==> src/hdl/tenyr_pkg.sv <==
`default_nettype none

package tenyr_pkg;

    localparam int unsigned RAM_WORDS = 1024;

    typedef logic [31:0] word_t;
    typedef logic [$clog2(RAM_WORDS)-1:0] addr_t;

    localparam word_t SEG7_BASE = 32'h0000_0400; // word address of the display register.

    typedef enum logic [3:0] {
        OP_ADD = 4'd0,
        OP_SUB = 4'd1,
        OP_AND = 4'd2,
        OP_OR  = 4'd3,
        OP_XOR = 4'd4,
        OP_SHL = 4'd5,
        OP_SHR = 4'd6,
        OP_LT  = 4'd7 // all ones when x < y as signed values.
    } opcode_e;

    typedef enum logic [1:0] {
        KIND_REG   = 2'd0, // z gets the result.
        KIND_LOAD  = 2'd1, // z gets the word at the result address.
        KIND_STORE = 2'd2, // the word at the result address gets z.
        KIND_HALT  = 2'd3
    } kind_e;

    // Instruction field layout, lsb positions.
    localparam int KIND_LSB  = 30;
    localparam int Z_LSB     = 26;
    localparam int X_LSB     = 22;
    localparam int Y_LSB     = 18;
    localparam int OP_LSB    = 14;
    localparam int IMM_W     = 14; // signed immediate in bits 13 to 0.
    localparam int REG_IDX_W = 4;

    localparam int STARTUP_CYCLES   = 4;
    localparam int SEG7_SCAN_CYCLES = 16;

    // Active-low patterns, bit 6 is segment g and bit 0 is segment a.
    // Entry 0 sits in the lowest bits, so digit f comes first here.
    localparam logic [15:0][6:0] SEG7_FONT = {
        7'h0e, 7'h06, 7'h21, 7'h46, 7'h03, 7'h08, 7'h10, 7'h00,
        7'h78, 7'h02, 7'h12, 7'h19, 7'h30, 7'h24, 7'h79, 7'h40
    };

endpackage

`default_nettype wire

==> src/hdl/seg7_device.sv <==
`default_nettype none

module seg7_device (
    input  wire logic             clk_core,
    input  wire logic             rst,
    input  wire logic             wr,
    input  wire tenyr_pkg::word_t wdata,
    output logic [7:0]            seg,
    output logic [3:0]            an
);

    import tenyr_pkg::*;

    localparam int SCAN_W = $clog2(SEG7_SCAN_CYCLES);

    logic [15:0]       value;     // four hex digits on show.
    logic [SCAN_W-1:0] scan_cnt;  // clocks spent on the current digit.
    logic [1:0]        digit;     // index of the lit digit.
    logic [1:0]        digit_nxt;
    logic              scan_wrap;
    logic [3:0]        nibble;

    assign scan_wrap = (scan_cnt == SCAN_W'(SEG7_SCAN_CYCLES - 1));
    assign digit_nxt = scan_wrap ? digit + 2'd1 : digit;

    always_ff @(posedge clk_core) begin
        if (rst) begin
            value <= '0;
        end else if (wr) begin
            value <= wdata[15:0]; // only the low half word is displayed.
        end
    end

    // The enables are registered together with the digit index so they
    // always agree with the nibble that drives the segments.
    always_ff @(posedge clk_core) begin
        if (rst) begin
            scan_cnt <= '0;
            digit    <= '0;
            an       <= 4'hf;
        end else begin
            scan_cnt <= scan_wrap ? '0 : scan_cnt + SCAN_W'(1);
            digit    <= digit_nxt;
            an       <= ~(4'b0001 << digit_nxt);
        end
    end

    assign nibble = value[digit*4 +: 4];
    assign seg    = {1'b1, SEG7_FONT[nibble]}; // decimal point stays dark.

endmodule

`default_nettype wire

==> config.mk <==
export PLATFORM = sky130hd
export DESIGN_NAME = seg7_device
export DESIGN_NICKNAME = d
export VERILOG_FILES = /design/src/hdl/tenyr_pkg.sv /design/src/hdl/seg7_device.sv
export SDC_FILE = /design/constraint.sdc
export NUM_CORES = 1
export LEC_CHECK = 0
export BUFFER_PORTS_ARGS = -buffer_cell sky130_fd_sc_hd__buf_2
export CAP_MARGIN = 30
export CORE_MARGIN = 8
export CORE_UTILIZATION = 35
export DETAILED_ROUTE_END_ITERATION = 8
export GPL_TIMING_DRIVEN = 0
export PLACE_DENSITY = 0.62
export REMOVE_ABC_BUFFERS = 1
export SYNTH_ARGS = -nofsm -noshare
export SYNTH_HDL_FRONTEND = slang
export SYNTH_SLANG_ARGS = --single-unit
==> constraint.sdc <==
create_clock -name clk_core -period 3.6 [get_ports clk_core]
set_clock_uncertainty 0.2 [all_clocks]
set_input_delay 0.36 -clock clk_core [delete_from_list [all_inputs] [get_ports clk_core]]
set_output_delay 0.36 -clock clk_core [all_outputs]
set_load 0.03 [all_outputs]
# Word-level counts from Yosys, hierarchy flattened
# Memories as Yosys holds them, arrays and structs flattened.
# Cells that the tools add are included.
# totals
reg_bits,26
inputBits,35
elab_cells,15
mem_bits_ro,112
n_memories,1
# mem_list
memory,depth,word_bits,read_ports,rd_ports_with_merged_regs,wr,line_no,text
(name not given),16,7,1,0,0,seg7_device.sv:49,"assign seg = {1'b1, SEG7_FONT[nibble]};"
# op_classes
bitwise_logic,1
n_mux,2
addsub,2
eq_ne,1
n_shift,2
n_reduce_logical,1
n_lt_le_gt_ge,1
# op_table
op,n
$shiftx A16 B5 Y4,1
$mux W7,1
$lt A4 B5 Y1 const B,1
$add A4 B1 Y4 const B,1
$eq A4 B4 Y1 const B,1
$not A4 Y4,1
$shl A1 B2 Y4 const A,1
$add A2 B1 Y2 const B,1
$mux W2,1
$reduce_or A2 Y1,1

# Depth between registers and ports, before layout
# logic_depth
ltp_word,4
ltp_mapped,7
mapped_depth_nobuf,6

# Least setup slack after synthesis
# No wires, ideal clock.
# synth_timing
kind,register -> output
startpoint,reg digit[0]
endpoint,out seg[4]
required_time_ns,3.040
stages_incl_launch_ff,7
arrival_time_ns,1.991
setup_slack_ns,1.049
n_path_buf,1
cell_sequence,dfxtp_1 buf_6 mux4_2 ha_1 inv_1 mux2i_1 o21ai_0
# synth_via
elab_chain_len,3
# synth_lines
item,line_no,text
start: declaration,seg7_device.sv:18,logic [1:0] digit;
start signal: assignment,seg7_device.sv:43,digit <= digit_nxt;
$shiftx A16 B5 Y4,seg7_device.sv:48,assign nibble = value[digit*4 +: 4];
$mem_v2 Z16 W7,-,
$mux W7 (not written as such),seg7_device.sv:49,
end: declaration,seg7_device.sv:8,"output logic [7:0] seg,"
# No other way between the ends. The select of a mux whose other input is x is not followed.

# Worst setup path after layout
# layout_timing
startpoint,reg digit[0]
endpoint,out seg[3]
# Same word-level chain as after synthesis.

==> out/qor.csv <==
metric,value,unit
Switching Fraction,23.9,%
final setup TNS,0,ps
Hold Crit Class,in2reg,
routed length on met2,1330,microns
worst ir drop on vdd,270,uV
largest net degree at the start of global routing,27,
GRT Total Usage,8.70,%
Int Power,0.000493,W
async set or reset register ratio after synthesis,0,%
layout cells sized above 1,26.6,%
final WL,2580,microns
gpl congestion,0.751,
# fillers,374,
combinational share of power,15.8,%
DP HPWL,2030,microns
CP startpoint kind,flip-flop,
kind of end point of the critical path,output port,
Synth area leader,dfxtp_1,
part of the Yosys area used for sequential elements,39.0,%
root buffer cell,clkbuf_8,
RSZ-0062 raised after global routing,no,
total CTS buffers,3,
post_cts resized,0,
Final nets,197,
register bit total from synthesis,26,
Post-CTS Hold Buffers,0,
yosys warns,0,
# setup viols final,0,
Area contributors post-synth,"dfxtp_1 39%, mux2i_1 15%, mux4_2 6.8%, ha_1 6.6%, nor2_1 5.3%",
P&R area growth vs syn,15.9,%
Worst-path clk slew,90,ps
vias in the first global route,1081,
cell area after synthesis,1330,sq um
post-CTS setup buffers,0,
clock share of power,36.5,%
Cells after Synth,132,
die area,6040,sq um
pre-CTS setup slack,899,ps
grt ovf,0,
PortBufs,29,
Syn Area/Cell,10.1,sq um
Reg power frac,47.8,%
PnR worst setup slack,637,ps
"top cells by count, synth","26 x dfxtp_1, 20 x mux2i_1, 19 x nor2_1",
row count,22,
number of vias per cell,4.83,
Synth Flop Type,dfxtp_1,
initial drt markers,21,
CP Max Fanout,9,
number of synthesized flops with an enable pin,0,
drc violations,0,
Lkg Pwr,0.693,nW
DRT antenna net count,0,
Initial Util,36.4,%
reg2reg setup slack,1710,ps
Ports,47,
Peak Freq,338,MHz
CTS tree,built,
Critical Path RT,3040,ps
Final Critical Period,2960,ps
via count,975,
CTS H-tree depth,1,
Clock Latency Late Sink,270,ps
Chip Height,77.7,microns
drt pass-1 iters,3,
worst setup path class,reg2out,
n_diodes,0,
CTS Sinks,26,
Post-Route M1 WL,1060,microns
max_cap viols,0,
initial antenna violation count,0,
most numerous cell in the Yosys netlist,dfxtp_1,
core box area,3660,sq um
met3 WL,158,microns
top layer in use,met4,
fin crit share,82.3,%
run status,completed,
synth unique cells,33,
WL per Instance,12.8,microns
WP data arrival,2400,ps
switching power,0.000155,W
clk buf depth,2,
Final Max Tran Viols,0,
final number of hold-violating endpoints,0,
top-area cell type share of the netlist area,39.0,%
Chip Width,77.7,microns
pwr dens,419,nW/um^2
first-pass GRT wire length,4390,microns
## routing by layer
layer  GRT usage, %  up-vias
li1               -      492
met1           7.89      461
met2           16.9       18
met3           2.88        4
met4           3.96        0
met5              0        -
## power by group through the flow
stage | combinational (W) | clock, W | sequential [W]
3_5_place_dp | 0.000104 | 0 | 0.000316
2_1_floorplan | 0.0000686 | 0 | 0.000315
6_report | 0.000102 | 0.000236 | 0.000310
4_1_cts | 0.000105 | 0.000243 | 0.000310
3_3_place_gp | 0.000101 | 0 | 0.000315
5_1_grt | 0.000114 | 0.000255 | 0.000311
## through the flow
stage	power (W)	hold WS, ps	cells	utilization [%]	area, sq um
after global placement	0.000416	270	198	40.3	1480
after floorplan	0.000384	229	121	-	1270
after detailed placement	0.000421	283	198	40.3	1480
after global routing	0.000679	119	202	42.2	1550
final	0.000648	125	202	42.2	1550
after CTS	0.000657	120	202	42.2	1550
## cells by family after synthesis
family | share of synthesized area (%)
simple gates | 14.9
mux | 24.6
flops | 39.0
buf+inv | 6.75
compound gates | 5.25
fa+ha+maj | 6.57
xor+xnor | 2.63
other cells | 0.281
## layout make-up
type,count,area (sq um),share of cell area [%]
clock buffers,3,41.3,2.67
clock inverters,1,30.0,1.94
inverters,7,26.3,1.70
multi-input cells,88,723,46.8
flip-flops and latches,26,520,33.7
well taps,48,60.1,3.88
repair buffers,29,145,9.39
## layout by cell type (no fill, tap or decap), types with 2 or more instances in the layout
cell type / netlist / routed
nor2_1: 19 / 19
clkbuf_8: 0 / 3
a21oi_1: 2 / 2
o21ai_1: 3 / 3
nand3b_1: 2 / 2
mux4_2: 4 / 4
o21ai_0: 2 / 2
dfxtp_1: 26 / 26
nor3b_1: 5 / 5
mux2_1: 2 / 2
nand3_1: 4 / 4
xnor2_1: 2 / 2
a21o_1: 2 / 2
buf_2: 2 / 29
ha_1: 7 / 7
mux2i_1: 20 / 20
xor2_1: 2 / 2
inv_1: 7 / 7
## worst paths after layout
check,startpoint,end,depth (start not counted)
worst max register to register,scan_cnt[0],an[1],4
worst min register to register,scan_cnt[0],scan_cnt[0],1
worst max-delay path,digit[0],seg[3],7
worst min-delay path,wdata[11],value[11],3
## sequential cells by signal (all words and copies together), names as in the netlist
register,cells
an,4
value,16
scan_cnt,4
digit,2
## worst max-delay path: stages, from the launching register on
cell and delay (ps):
dfxtp_1 610, mux4_2 640, inv_1 150, ha_1 240, inv_1 70, mux2i_1 70, mux2i_1 130, buf_2 220
Note: power is estimated with default switching activity, not from simulation.
